[config.mk]
export PLATFORM = sky130hd
export DESIGN_NAME = cache_tq
export DESIGN_NICKNAME = d
export VERILOG_FILES = /design/src/tq_pkg.sv /design/src/cache_tq.sv /design/src/tq_entry_fsm.sv /design/src/tq_fill_arbiter.sv /design/src/tq_merge_buffer.sv /design/src/tq_pipe_port.sv
export SDC_FILE = /design/constraint.sdc
export NUM_CORES = 1
export LEC_CHECK = 0
export BUFFER_PORTS_ARGS = -buffer_cell sky130_fd_sc_hd__buf_2
export CAP_MARGIN = 20
export CORE_MARGIN = 10
export CORE_UTILIZATION = 52
export DETAILED_ROUTE_END_ITERATION = 6
export HOLD_SLACK_MARGIN = 0.12
export PLACE_DENSITY = 0.75
export SLEW_MARGIN = 20
export SYNTH_ARGS = -nofsm -noshare
export SYNTH_HDL_FRONTEND = slang
export SYNTH_SLANG_ARGS = --single-unit
[constraint.sdc]
create_clock -name clk -period 4.7 [get_ports clk]
set_input_delay 0.94 -clock clk [delete_from_list [all_inputs] [get_ports clk]]
set_output_delay 0.94 -clock clk [all_outputs]
set_load 0.05 [all_outputs]
[src/tq_pkg.sv]
// shared sizes, address fields and port types of the cache transaction queue
// compile this first, the other files refer to it as tq_pkg::name
package tq_pkg;

    // ----------------------------------------
    // sizes and address fields
    // ----------------------------------------
    localparam int NUM_TQ_ENTRY    = 4;
    localparam int WORD_W          = 32;
    localparam int WORDS_PER_LINE  = 4;
    localparam int LINE_W          = WORD_W * WORDS_PER_LINE;
    localparam int ADDR_W          = 20;
    localparam int LSB_WORD_OFFSET = 2;  // byte offset below
    localparam int MSB_WORD_OFFSET = 3;
    localparam int LSB_SET         = 4;
    localparam int MSB_TAG         = 19;
    localparam int REG_ID_W        = 5;

    typedef logic [MSB_TAG-LSB_SET:0]                 line_addr_t;
    typedef logic [MSB_WORD_OFFSET-LSB_WORD_OFFSET:0] word_offset_t;
    typedef logic [$clog2(NUM_TQ_ENTRY)-1:0]          tq_id_t;
    typedef logic [WORDS_PER_LINE-1:0][WORD_W-1:0]    line_t;  // word 0 in the low bits

    typedef enum logic       {RD_OP, WR_OP}                 opcode_e;
    typedef enum logic [1:0] {NO_LU, RD_LU, WR_LU, FILL_LU} lu_op_e;
    typedef enum logic [1:0] {HIT, MISS, FILL}              lu_result_e;
    typedef enum logic [1:0] {
        S_IDLE,
        S_LU_CORE,        // waiting for the core lookup result
        S_MB_WAIT_FILL,   // missed, waiting for far memory
        S_MB_FILL_READY   // line complete, waiting for a fill slot
    } tq_state_e;

    // ----------------------------------------
    // port structs
    // ----------------------------------------
    typedef struct packed {
        logic                valid;
        opcode_e             opcode;
        logic [ADDR_W-1:0]   address;
        logic [REG_ID_W-1:0] reg_id;
        logic [WORD_W-1:0]   data;
    } core_req_t;

    typedef struct packed {
        logic                valid;
        logic [ADDR_W-1:0]   address;
        logic [REG_ID_W-1:0] reg_id;
        logic [WORD_W-1:0]   data;
    } core_rsp_t;

    typedef struct packed {
        logic   valid;
        tq_id_t tq_id;
        line_t  line;
    } fm_rsp_t;

    // lookup payload, a full line for FILL_LU or one word for WR_LU
    typedef union packed {
        line_t line;
        struct packed {
            logic [LINE_W-WORD_W-1:0] zero;
            logic [WORD_W-1:0]        word;
        } wr;
    } lu_payload_u;

    typedef struct packed {
        logic                valid;
        lu_op_e              lu_op;
        logic [ADDR_W-1:0]   address;
        tq_id_t              tq_id;
        logic [REG_ID_W-1:0] reg_id;
        logic                rd_indication;
        logic                mb_hit_cancel;  // pipe drops it, no response
        lu_payload_u         payload;
    } lu_req_t;

    typedef struct packed {
        logic                valid;
        lu_op_e              lu_op;
        lu_result_e          lu_result;
        logic [ADDR_W-1:0]   address;
        tq_id_t              tq_id;
        logic [REG_ID_W-1:0] reg_id;
        logic                rd_indication;
        line_t               line;
    } lu_rsp_t;

    // granted entry as seen by the pipe port
    typedef struct packed {
        line_addr_t          line_addr;
        word_offset_t        word_offset;
        logic [REG_ID_W-1:0] reg_id;
        logic                rd_indication;
        line_t               line;
    } fill_entry_t;

    // index of the lowest set bit, 0 when none is set
    function automatic tq_id_t first_set(input logic [NUM_TQ_ENTRY-1:0] vec);
        tq_id_t idx;
        idx = '0;
        for (int i = NUM_TQ_ENTRY - 1; i >= 0; i--) begin
            if (vec[i]) idx = tq_id_t'(i);
        end
        return idx;
    endfunction

endpackage

[src/cache_tq.sv]
// cache transaction queue top level
// sits between the core, the lookup pipe and far memory
`timescale 1ns/1ps

module cache_tq (
    input  logic               clk,
    input  logic               rst_n,
    // core side
    input  tq_pkg::core_req_t  core_req,
    output logic               stall,
    output tq_pkg::core_rsp_t  core_rsp,
    // far memory
    input  tq_pkg::fm_rsp_t    fm_rsp,
    // lookup pipe
    output tq_pkg::lu_req_t    lu_req,
    input  tq_pkg::lu_rsp_t    lu_rsp
);

    tq_pkg::tq_state_e [tq_pkg::NUM_TQ_ENTRY-1:0] state;
    logic [tq_pkg::NUM_TQ_ENTRY-1:0]               alloc;
    logic [tq_pkg::NUM_TQ_ENTRY-1:0]               fill_ready;
    logic [tq_pkg::NUM_TQ_ENTRY-1:0]               rd_hit;
    logic [tq_pkg::NUM_TQ_ENTRY-1:0]               wr_hit;
    tq_pkg::tq_id_t                                alloc_id;
    tq_pkg::tq_id_t                                wr_hit_id;
    tq_pkg::tq_id_t                                fill_id;
    logic                                          any_mb_hit;
    logic                                          fill_grant;
    tq_pkg::fill_entry_t                           fill_entry;

    tq_entry_fsm u_entry_fsm (
        .clk        (clk),
        .rst_n      (rst_n),
        .core_req   (core_req),
        .any_mb_hit (any_mb_hit),
        .lu_rsp     (lu_rsp),
        .fm_rsp     (fm_rsp),
        .fill_grant (fill_grant),
        .fill_id    (fill_id),
        .state      (state),
        .alloc      (alloc),
        .alloc_id   (alloc_id),
        .fill_ready (fill_ready),
        .stall      (stall)
    );

    tq_merge_buffer u_merge_buffer (
        .clk        (clk),
        .rst_n      (rst_n),
        .core_req   (core_req),
        .state      (state),
        .alloc      (alloc),
        .fm_rsp     (fm_rsp),
        .fill_id    (fill_id),
        .rd_hit     (rd_hit),
        .wr_hit     (wr_hit),
        .any_mb_hit (any_mb_hit),
        .wr_hit_id  (wr_hit_id),
        .fill_entry (fill_entry)
    );

    tq_fill_arbiter u_fill_arbiter (
        .clk        (clk),
        .rst_n      (rst_n),
        .fill_ready (fill_ready),
        .core_valid (core_req.valid),
        .fill_grant (fill_grant),
        .fill_id    (fill_id)
    );

    tq_pipe_port u_pipe_port (
        .core_req   (core_req),
        .alloc_id   (alloc_id),
        .wr_hit_id  (wr_hit_id),
        .rd_hit     (rd_hit),
        .wr_hit     (wr_hit),
        .fill_grant (fill_grant),
        .fill_id    (fill_id),
        .fill_entry (fill_entry),
        .lu_req     (lu_req),
        .lu_rsp     (lu_rsp),
        .core_rsp   (core_rsp)
    );

endmodule

[src/tq_entry_fsm.sv]
// per-entry state machines of the transaction queue
// picks the entry for a new miss and raises stall when none is free
`timescale 1ns/1ps

module tq_entry_fsm (
    input  logic                                          clk,
    input  logic                                          rst_n,
    input  tq_pkg::core_req_t                             core_req,
    input  logic                                          any_mb_hit,
    input  tq_pkg::lu_rsp_t                               lu_rsp,
    input  tq_pkg::fm_rsp_t                               fm_rsp,
    input  logic                                          fill_grant,
    input  tq_pkg::tq_id_t                                fill_id,
    output tq_pkg::tq_state_e [tq_pkg::NUM_TQ_ENTRY-1:0] state,
    output logic [tq_pkg::NUM_TQ_ENTRY-1:0]               alloc,
    output tq_pkg::tq_id_t                                alloc_id,
    output logic [tq_pkg::NUM_TQ_ENTRY-1:0]               fill_ready,
    output logic                                          stall
);

    tq_pkg::tq_state_e [tq_pkg::NUM_TQ_ENTRY-1:0] next_state;
    logic [tq_pkg::NUM_TQ_ENTRY-1:0]               idle;

    always_comb begin
        for (int i = 0; i < tq_pkg::NUM_TQ_ENTRY; i++) begin
            idle[i]       = (state[i] == tq_pkg::S_IDLE);
            fill_ready[i] = (state[i] == tq_pkg::S_MB_FILL_READY);
        end
    end

    assign stall    = ~|idle;  // every entry busy
    assign alloc_id = tq_pkg::first_set(idle);

    // a request merging into an entry needs no new one
    always_comb begin
        for (int i = 0; i < tq_pkg::NUM_TQ_ENTRY; i++) begin
            alloc[i] = core_req.valid && !any_mb_hit && idle[i] &&
                       (alloc_id == tq_pkg::tq_id_t'(i));
        end
    end

    // ----------------------------------------
    // next state
    // ----------------------------------------
    always_comb begin
        for (int i = 0; i < tq_pkg::NUM_TQ_ENTRY; i++) begin
            next_state[i] = state[i];
            case (state[i])
                tq_pkg::S_IDLE: begin
                    if (alloc[i]) next_state[i] = tq_pkg::S_LU_CORE;
                end
                tq_pkg::S_LU_CORE: begin
                    if (lu_rsp.valid && lu_rsp.tq_id == tq_pkg::tq_id_t'(i)) begin
                        if (lu_rsp.lu_result == tq_pkg::HIT)
                            next_state[i] = tq_pkg::S_IDLE;
                        else if (lu_rsp.lu_result == tq_pkg::MISS)
                            next_state[i] = tq_pkg::S_MB_WAIT_FILL;
                    end
                end
                tq_pkg::S_MB_WAIT_FILL: begin
                    if (fm_rsp.valid && fm_rsp.tq_id == tq_pkg::tq_id_t'(i))
                        next_state[i] = tq_pkg::S_MB_FILL_READY;
                end
                default: begin  // fill ready
                    if (fill_grant && fill_id == tq_pkg::tq_id_t'(i))
                        next_state[i] = tq_pkg::S_IDLE;  // echo carries the rest
                end
            endcase
        end
    end

    always_ff @(posedge clk) begin
        for (int i = 0; i < tq_pkg::NUM_TQ_ENTRY; i++) begin
            if (!rst_n) state[i] <= tq_pkg::S_IDLE;
            else        state[i] <= next_state[i];
        end
    end

endmodule

[src/tq_fill_arbiter.sv]
// round-robin choice of the next fill lookup
// grants only in cycles without a core request
`timescale 1ns/1ps

module tq_fill_arbiter (
    input  logic                            clk,
    input  logic                            rst_n,
    input  logic [tq_pkg::NUM_TQ_ENTRY-1:0] fill_ready,
    input  logic                            core_valid,
    output logic                            fill_grant,
    output tq_pkg::tq_id_t                  fill_id
);

    tq_pkg::tq_id_t ptr;   // first entry to look at
    tq_pkg::tq_id_t cand;
    logic           found;

    // first ready entry at or after the pointer
    always_comb begin
        found   = 1'b0;
        fill_id = ptr;
        cand    = ptr;
        for (int k = 0; k < tq_pkg::NUM_TQ_ENTRY; k++) begin
            cand = ptr + tq_pkg::tq_id_t'(k);  // wraps
            if (!found && fill_ready[cand]) begin
                found   = 1'b1;
                fill_id = cand;
            end
        end
    end

    assign fill_grant = found && !core_valid;

    always_ff @(posedge clk) begin
        if (!rst_n)
            ptr <= '0;
        else if (fill_grant)
            ptr <= fill_id + tq_pkg::tq_id_t'(1);
    end

endmodule

[src/tq_merge_buffer.sv]
// per-entry line storage of the transaction queue
// holds address, read mark and the merged line, and detects same-line hits
`timescale 1ns/1ps

module tq_merge_buffer (
    input  logic                                          clk,
    input  logic                                          rst_n,
    input  tq_pkg::core_req_t                             core_req,
    input  tq_pkg::tq_state_e [tq_pkg::NUM_TQ_ENTRY-1:0] state,
    input  logic [tq_pkg::NUM_TQ_ENTRY-1:0]               alloc,
    input  tq_pkg::fm_rsp_t                               fm_rsp,
    input  tq_pkg::tq_id_t                                fill_id,
    output logic [tq_pkg::NUM_TQ_ENTRY-1:0]               rd_hit,
    output logic [tq_pkg::NUM_TQ_ENTRY-1:0]               wr_hit,
    output logic                                          any_mb_hit,
    output tq_pkg::tq_id_t                                wr_hit_id,
    output tq_pkg::fill_entry_t                           fill_entry
);

    localparam int N = tq_pkg::NUM_TQ_ENTRY;

    tq_pkg::line_addr_t                                  line_addr [N];
    tq_pkg::word_offset_t                                word_off  [N];
    logic [tq_pkg::REG_ID_W-1:0]                         reg_id    [N];
    tq_pkg::line_t                                       line      [N];
    logic [N-1:0]                                        rd_ind;
    logic [N-1:0][tq_pkg::WORDS_PER_LINE-1:0]            modified;  // words written by the core

    tq_pkg::line_addr_t                  req_line;
    tq_pkg::word_offset_t                req_off;
    logic                                req_wr;
    logic [tq_pkg::WORDS_PER_LINE-1:0]   word_sel;
    logic [N-1:0]                        fm_fill;

    assign req_line = core_req.address[tq_pkg::MSB_TAG:tq_pkg::LSB_SET];
    assign req_off  = core_req.address[tq_pkg::MSB_WORD_OFFSET:tq_pkg::LSB_WORD_OFFSET];
    assign req_wr   = (core_req.opcode == tq_pkg::WR_OP);

    always_comb begin
        word_sel          = '0;
        word_sel[req_off] = 1'b1;
    end

    // ----------------------------------------
    // same-line hit detection
    // ----------------------------------------
    always_comb begin
        for (int i = 0; i < N; i++) begin
            rd_hit[i] = core_req.valid && !req_wr && (req_line == line_addr[i]) &&
                        !rd_ind[i] &&
                        (state[i] == tq_pkg::S_MB_WAIT_FILL ||
                         state[i] == tq_pkg::S_MB_FILL_READY);
            wr_hit[i] = core_req.valid && req_wr && (req_line == line_addr[i]) &&
                        (state[i] != tq_pkg::S_IDLE);
            fm_fill[i] = fm_rsp.valid && (fm_rsp.tq_id == tq_pkg::tq_id_t'(i)) &&
                         (state[i] == tq_pkg::S_MB_WAIT_FILL);
        end
    end

    assign any_mb_hit = |{rd_hit, wr_hit};
    assign wr_hit_id  = tq_pkg::first_set(wr_hit);

    // ----------------------------------------
    // read mark and modified mask
    // ----------------------------------------
    always_ff @(posedge clk) begin
        if (!rst_n) begin
            rd_ind   <= '0;
            modified <= '0;
        end else begin
            for (int i = 0; i < N; i++) begin
                if (alloc[i]) begin
                    rd_ind[i]   <= !req_wr;
                    modified[i] <= req_wr ? word_sel : '0;
                end
                if (rd_hit[i]) rd_ind[i] <= 1'b1;  // answered by this fill
                if (wr_hit[i]) modified[i] <= modified[i] | word_sel;
            end
        end
    end

    // address fields and line data
    always_ff @(posedge clk) begin
        for (int i = 0; i < N; i++) begin
            if (alloc[i]) line_addr[i] <= req_line;
            if (alloc[i] || rd_hit[i]) begin
                word_off[i] <= req_off;
                reg_id[i]   <= core_req.reg_id;
            end
            if (fm_fill[i]) begin
                for (int w = 0; w < tq_pkg::WORDS_PER_LINE; w++) begin
                    if (!modified[i][w]) line[i][w] <= fm_rsp.line[w];
                end
            end
            // core word last, so it wins over a fill in the same cycle
            if ((alloc[i] && req_wr) || wr_hit[i]) line[i][req_off] <= core_req.data;
        end
    end

    assign fill_entry.line_addr     = line_addr[fill_id];
    assign fill_entry.word_offset   = word_off[fill_id];
    assign fill_entry.reg_id        = reg_id[fill_id];
    assign fill_entry.rd_indication = rd_ind[fill_id];
    assign fill_entry.line          = line[fill_id];

endmodule

[src/tq_pipe_port.sv]
// lookup request mux and core response path
// core requests go first, a granted fill takes any idle slot
`timescale 1ns/1ps

module tq_pipe_port (
    input  tq_pkg::core_req_t               core_req,
    input  tq_pkg::tq_id_t                  alloc_id,
    input  tq_pkg::tq_id_t                  wr_hit_id,
    input  logic [tq_pkg::NUM_TQ_ENTRY-1:0] rd_hit,
    input  logic [tq_pkg::NUM_TQ_ENTRY-1:0] wr_hit,
    input  logic                            fill_grant,
    input  tq_pkg::tq_id_t                  fill_id,
    input  tq_pkg::fill_entry_t             fill_entry,
    output tq_pkg::lu_req_t                 lu_req,
    input  tq_pkg::lu_rsp_t                 lu_rsp,
    output tq_pkg::core_rsp_t               core_rsp
);

    tq_pkg::word_offset_t rsp_off;
    logic                 rd_hit_rsp;
    logic                 fill_rd_rsp;

    // ----------------------------------------
    // lookup request
    // ----------------------------------------
    always_comb begin
        lu_req = '0;
        if (core_req.valid) begin
            lu_req.valid         = 1'b1;
            lu_req.lu_op         = (core_req.opcode == tq_pkg::WR_OP) ? tq_pkg::WR_LU
                                                                      : tq_pkg::RD_LU;
            lu_req.address       = core_req.address;
            lu_req.tq_id         = (|wr_hit) ? wr_hit_id : alloc_id;
            lu_req.reg_id        = core_req.reg_id;
            lu_req.rd_indication = (core_req.opcode == tq_pkg::RD_OP);
            lu_req.mb_hit_cancel = (|rd_hit) || (|wr_hit);  // merged into an entry
            if (core_req.opcode == tq_pkg::WR_OP)
                lu_req.payload.wr.word = core_req.data;
        end else if (fill_grant) begin
            lu_req.valid         = 1'b1;
            lu_req.lu_op         = tq_pkg::FILL_LU;
            lu_req.address       = {fill_entry.line_addr, fill_entry.word_offset,
                                    {tq_pkg::LSB_WORD_OFFSET{1'b0}}};
            lu_req.tq_id         = fill_id;
            lu_req.reg_id        = fill_entry.reg_id;
            lu_req.rd_indication = fill_entry.rd_indication;
            lu_req.payload.line  = fill_entry.line;
        end
    end

    // ----------------------------------------
    // core response, all from the echo
    // ----------------------------------------
    assign rsp_off     = lu_rsp.address[tq_pkg::MSB_WORD_OFFSET:tq_pkg::LSB_WORD_OFFSET];
    assign rd_hit_rsp  = (lu_rsp.lu_op == tq_pkg::RD_LU) && (lu_rsp.lu_result == tq_pkg::HIT);
    assign fill_rd_rsp = (lu_rsp.lu_op == tq_pkg::FILL_LU) && lu_rsp.rd_indication;

    assign core_rsp.valid   = lu_rsp.valid && (rd_hit_rsp || fill_rd_rsp);
    assign core_rsp.address = lu_rsp.address;
    assign core_rsp.reg_id  = lu_rsp.reg_id;
    assign core_rsp.data    = lu_rsp.line[rsp_off];  // requested word

endmodule

=== After elaboration in Yosys (flattened, before gate mapping) ===
Memories as Yosys holds them, arrays and structs flattened.
Cells that the tools add are included.

* Register bits: 30
* RAM bits: 604
* Output and inout bits: 219
* Logic and storage cells: 1385
* Memories kept: 4

* Add/sub/neg operators: 4
* Order comparisons: 8
* Equality and inequality tests: 47
* Multiplexer cells: 672
* Bitwise logic cells: 517
* Reductions and logical operators: 120

{| class="wikitable"
|+ Memories
! memory !! words !! width !! read ports !! clocked after Yosys merged registers in !! write ports !! RTL line !! RTL
|-
| u_merge_buffer.line || 4 || 128 || 1 || 0 || 4 || tq_merge_buffer.sv:25 || <nowiki>tq_pkg::line_t line [N];</nowiki>
|-
| u_merge_buffer.line_addr || 4 || 16 || 5 || 0 || 1 || tq_merge_buffer.sv:22 || <nowiki>tq_pkg::line_addr_t line_addr [N];</nowiki>
|-
| u_merge_buffer.reg_id || 4 || 5 || 1 || 0 || 4 || tq_merge_buffer.sv:24 || <nowiki>logic [tq_pkg::REG_ID_W-1:0] reg_id [N];</nowiki>
|-
| u_merge_buffer.word_off || 4 || 2 || 1 || 0 || 4 || tq_merge_buffer.sv:23 || <nowiki>tq_pkg::word_offset_t word_off [N];</nowiki>
|}

{| class="wikitable"
|+ Operators by type and width
! kind !! number
|-
| 128-bit two-way mux || 5
|-
| 1-bit two-way mux || 602
|-
| 1-bit bitwise OR || 512
|-
| 32-bit two-way mux || 4
|-
| 96-bit two-way mux || 1
|-
| 2-bit two-way mux || 34
|-
| 32-bit binary-select mux with 2-bit select || 1
|-
| 32-bit demux with 2-bit select || 1
|-
| 16-bit equality test || 4
|-
| 31-bit two-way mux || 2
|-
| 1-bit logical AND || 59
|-
| 16-bit two-way mux || 3
|-
| 16-bit OR reduction || 3
|-
| 4-bit two-way mux || 9
|-
| 2-bit equality test (second input constant) || 17
|-
| 2-bit by 1-bit != test with 1-bit output (second input constant) || 12
|-
| 2-bit case mux with 3 select lines || 4
|-
| 2-bit nonzero test || 12
|-
| 2-bit by 3-bit < comparator with 1-bit output (second input constant) || 7
|-
| 2-bit by 1-bit equality test with 1-bit output (second input constant) || 10
|-
| 5-bit AND reduction || 4
|-
| 2-bit logical NOT || 9
|-
| 4-bit bitwise OR || 4
|-
| 4-bit nonzero test || 4
|-
| other kinds (11) || 45
|}

=== Logic depth before layout (Yosys ltp) ===
* Depth after elaboration: 17
* Gate-level depth with buffers: 16

=== Cells and area by module ===
A second synthesis with hierarchy kept.

* Cells, all modules: 2053
* Area total of the unflattened synthesis: 33508.4 um2

{| class="wikitable"
|+ Modules (own cells, without submodules)
! module !! instances !! cells an instance !! area each (um2) !! seq. area each (um2)
|-
| tq_merge_buffer || 1 || 1667 || 30142.7 || 18537.8
|-
| tq_pipe_port || 1 || 262 || 2359.8 || 0.0
|-
| tq_entry_fsm || 1 || 99 || 834.6 || 160.2
|-
| tq_fill_arbiter || 1 || 25 || 171.4 || 40.0
|}

=== Least setup slack after synthesis ===
OpenSTA, ideal clock, no wires.

* Path kind: input to register
* From: input port core_req[51] (netlist name)
* To: memory u_merge_buffer.line[3][64] (netlist name) (enable)
* Setup time: 0.658 ns
* Arrival: 3.969 ns
* Path slack: 0.073 ns
* Cell stages on the path: 12
* Buffers on the path: 3
* Cells stage by stage: buf_2 -> xor2_1 -> nor4_4 -> nand4_4 -> o32ai_4 -> or4_1 -> buf_6 -> inv_4 -> a21o_4 -> nand2_1 -> buf_4 -> o21ai_0

{| class="wikitable"
|+ RTL lines
! item !! RTL line !! RTL
|-
| from (decl) || cache_tq.sv:9 || <nowiki>input tq_pkg::core_req_t core_req,</nowiki>
|-
| to (decl) || tq_merge_buffer.sv:25 ||
|}

==> metrics.txt <==
Layout area overhead=18.1%; Layout Nets=between 3,000 and 4,000; async set or reset register ratio after synthesis=0; register area=between 15,000 and 20,000 um^2; setup TNS=0 ps; Max Cap Viol=0; Worst slew margin=0.224; Die X-Extent=276 um; area of the multi-input gates=14,400 um^2; Critical Path RT=around 3800 ps; initial antenna violation count=42; IO buf count=around 530; Syn Nets=2,806; kind of critical path=reg2out; placed insts=3,655; fin cells=approximately 3,800; Post-synth EDFFs=604; first-pass GRT wire length=about 150,000 um; CTS Buffer Depth=3; Via Count=around 23,000; setup skew after layout=42.3 ps; post-DP HPWL=around 70,000 um; CTS tree=yes; worst-skew pair later-pin latency=620 ps; CTS Root Cell=clkbuf_16; Final period util=0.978; post-synthesis cell type count=64; share of layout cells above drive strength 1=0.451; final wirelength=107,000 um; number of hold violations in the final report=0; status=complete, no violations; max-slew violation count=0; CP arrival=between 3000 and 4000 ps; Remaining DRCs=0; Main synth FF type=edfxtp_1; HP Class=reg2reg; Power Dens Cells=about 370 nW/um^2; Worst Max-Slew Pin Slew=roughly 1200 ps; Post-Synthesis Cells=2,433; largest net degree at the start of global routing=slightly above 70; FILL cells=4,950; setup violators final=0; fin util=0.623; CTS Buf Count=69; Leakage=14.3 nW; Worst-path clk slew=60 ps; cell area after layout=between 40,000 and 50,000 um^2; initial core utilization=0.527; syn avg cell area=between 10 and 15 um^2; RD Place Congestion=0.923; wire per inst=roughly 28 um; synth warn=0; CTS HTree Levels=3; I/O Pins=approximately 570; maximum vdd drop=~270 uV; Iteration-0 DRC Markers=between 2,000 and 2,500; sequential element share of the synthesized area=0.551; Post-DP Area=approximately 38,000 um^2; remaining global-route overflow=0; fmax=about 220 MHz; synthesized flop and latch total=roughly 630; clk sinks=approximately 630; FP Rows=slightly above 90; unrepaired setup endpoints after global routing=true; First-pass DRT Iterations=7; antenna-violating nets left=0; Core Area=64,600 um^2; area of the mapped netlist=approximately 34,000 um^2; die area=76,100 um^2; Chip Height=about 280 um; CP Max Fanout=38; Via-to-Cell Ratio=6.15; total track usage=0.269; Worst setup SP type=flip-flop; CP endpoint kind=output port; Final Critical Period=approximately 4600 ps; worst slack, placed=between 200 and 250 ps; vias in the first global route=about 24,000; final worst setup slack=just over 100 ps
-- repair_timing --
item,CTS,global route
resized for setup,4,10
cloned,2,1
hold buffers,0,0
buffers inserted,0,3
endpoints found under the setup margin,7,48
-- cells in the mapped netlist (4+ instances only) --
cell      count  area, um^2
a211oi_1    195        1460
a21boi_0      9        67.6
a21oi_1      10        50.1
a31oi_1       4        25.0
a32o_1       56         561
and2_1        6        37.5
and3_1        5        31.3
buf_1        23        86.3
buf_2        50         250
buf_4        34         255
buf_6         9         101
clkbuf_1    128         480
dfxtp_1      30         601
edfxtp_1    604       18100
ha_1         20         250
inv_1        20        75.1
mux2_2      484        5450
mux2_4       29         435
mux2i_1     207        2070
mux4_2       32         721
nand2_1     145         544
nand2b_1      5        31.3
nand3_1      11        55.1
nand4_1       5        31.3
nor2_1       28         105
nor2b_1     103         644
nor3_1        5        25.0
nor4_1       15        93.8
nor4_4        4        85.1
o21a_1        4        30.0
o21ai_0      23         115
o22ai_1       8        50.1
o31ai_1       4        30.0
or2_2         4        25.0
xor2_1       64         561
-- cells in the final DEF, fill, tap and decap left out, drive strengths merged, types with 5 or more instances in the layout --
master  instances
o22ai           8
xor2           64
dfxtp          30
o21ai          23
ha             20
a32o           56
clkinv         21
mux2i         207
mux2          513
inv            26
nor2b         104
bufinv          7
diode          19
edfxtp        604
nand3          11
nand2b          5
nand4           6
a21boi          9
clkbuf         92
buf           613
nor2           28
a21oi          10
mux4           32
and3            5
a211oi        195
nand2         145
and2            6
nor4           19
nor3            6
-- layout make-up --
| class | count | area share |
|---|---|---|
| diodes | 19 | 0.00118 |
| clock buffers | 90 | 0.0460 |
| clock inverters | 33 | 0.00999 |
| inverters | 22 | 0.00243 |
| multi-input cells | 1535 | 0.358 |
| flip-flops and latches | 634 | 0.466 |
| well taps | 855 | 0.0266 |
| repair buffers | 615 | 0.0899 |
| repair inverters | 1 | 0.000218 |
-- worst max-delay path: stages, from the launching register on --
cell and delay (ps):
dfxtp_1 410, ha_1 310, inv_1 110, a21oi_1 170
o32ai_1 150, a21oi_4 400, clkinv_8 270, buf_12 270
a211oi_1 530, buf_2 380
-- layer usage --
metal | up-vias | part of all wire | global-route usage
li1 | 10300 | - | -
met1 | 11800 | 0.36 | 0.306
met2 | 928 | 0.51 | 0.466
met3 | 238 | 0.093 | 0.0775
met4 | 44 | 0.041 | 0.118
met5 | - | 0.0027 | 0
-- metrics by stage --
step                power (mW)  hold slack, ps
finish                    14.7             508
global route              15.2             534
CTS                       14.7             509
detailed placement        9.33             499
global placement          9.24             489
floorplan                 8.49             438
-- power breakdown --
| part | internal (mW) | switching, mW | total (mW) |
|---|---|---|---|
| logic | 0.903 | 1.67 | 2.57 |
| clock network | 3.19 | 2.27 | 5.46 |
| registers | 6.56 | 0.127 | 6.69 |
| total | 10.6 | 4.06 | 14.7 |
-- kinds of logic (layout without fill, tap and decap cells) --
| kind of cell | count (synthesis) | after routing | share of synthesized area |
|---|---|---|---|
| AO/OA/AOI/OAI | 344 | 346 | 0.0788 |
| XOR/XNOR | 64 | 64 | 0.0165 |
| adder cells (fa/ha/maj) | 20 | 20 | 0.00735 |
| buffers and inverters | 266 | 761 | 0.0370 |
| flip-flops | 634 | 634 | 0.551 |
| multiplexers | 752 | 752 | 0.255 |
| other | 0 | 19 | 0 |
| AND/OR/NAND/NOR | 353 | 353 | 0.0548 |
-- registers in the layout (all words and copies together) (netlist names) --
name / flops
u_entry_fsm.state: 8
u_fill_arbiter.ptr: 2
u_merge_buffer.line: 512
u_merge_buffer.line_addr: 64
u_merge_buffer.modified: 16
u_merge_buffer.rd_ind: 4
u_merge_buffer.reg_id: 20
u_merge_buffer.word_off: 8
-- worst paths after layout --
check	slack, ps	cells after the start	from	endpoint
setup / recovery	100	9	u_entry_fsm.state[2]	lu_req[32]
hold / removal	510	2	u_merge_buffer.modified[11]	u_merge_buffer.modified[11]
setup reg to reg	710	12	u_entry_fsm.state[2]	u_merge_buffer.line[3][127]
hold reg to reg	510	2	u_merge_buffer.modified[11]	u_merge_buffer.modified[11]
No activity file was read; power rests on OpenSTA's default activity.
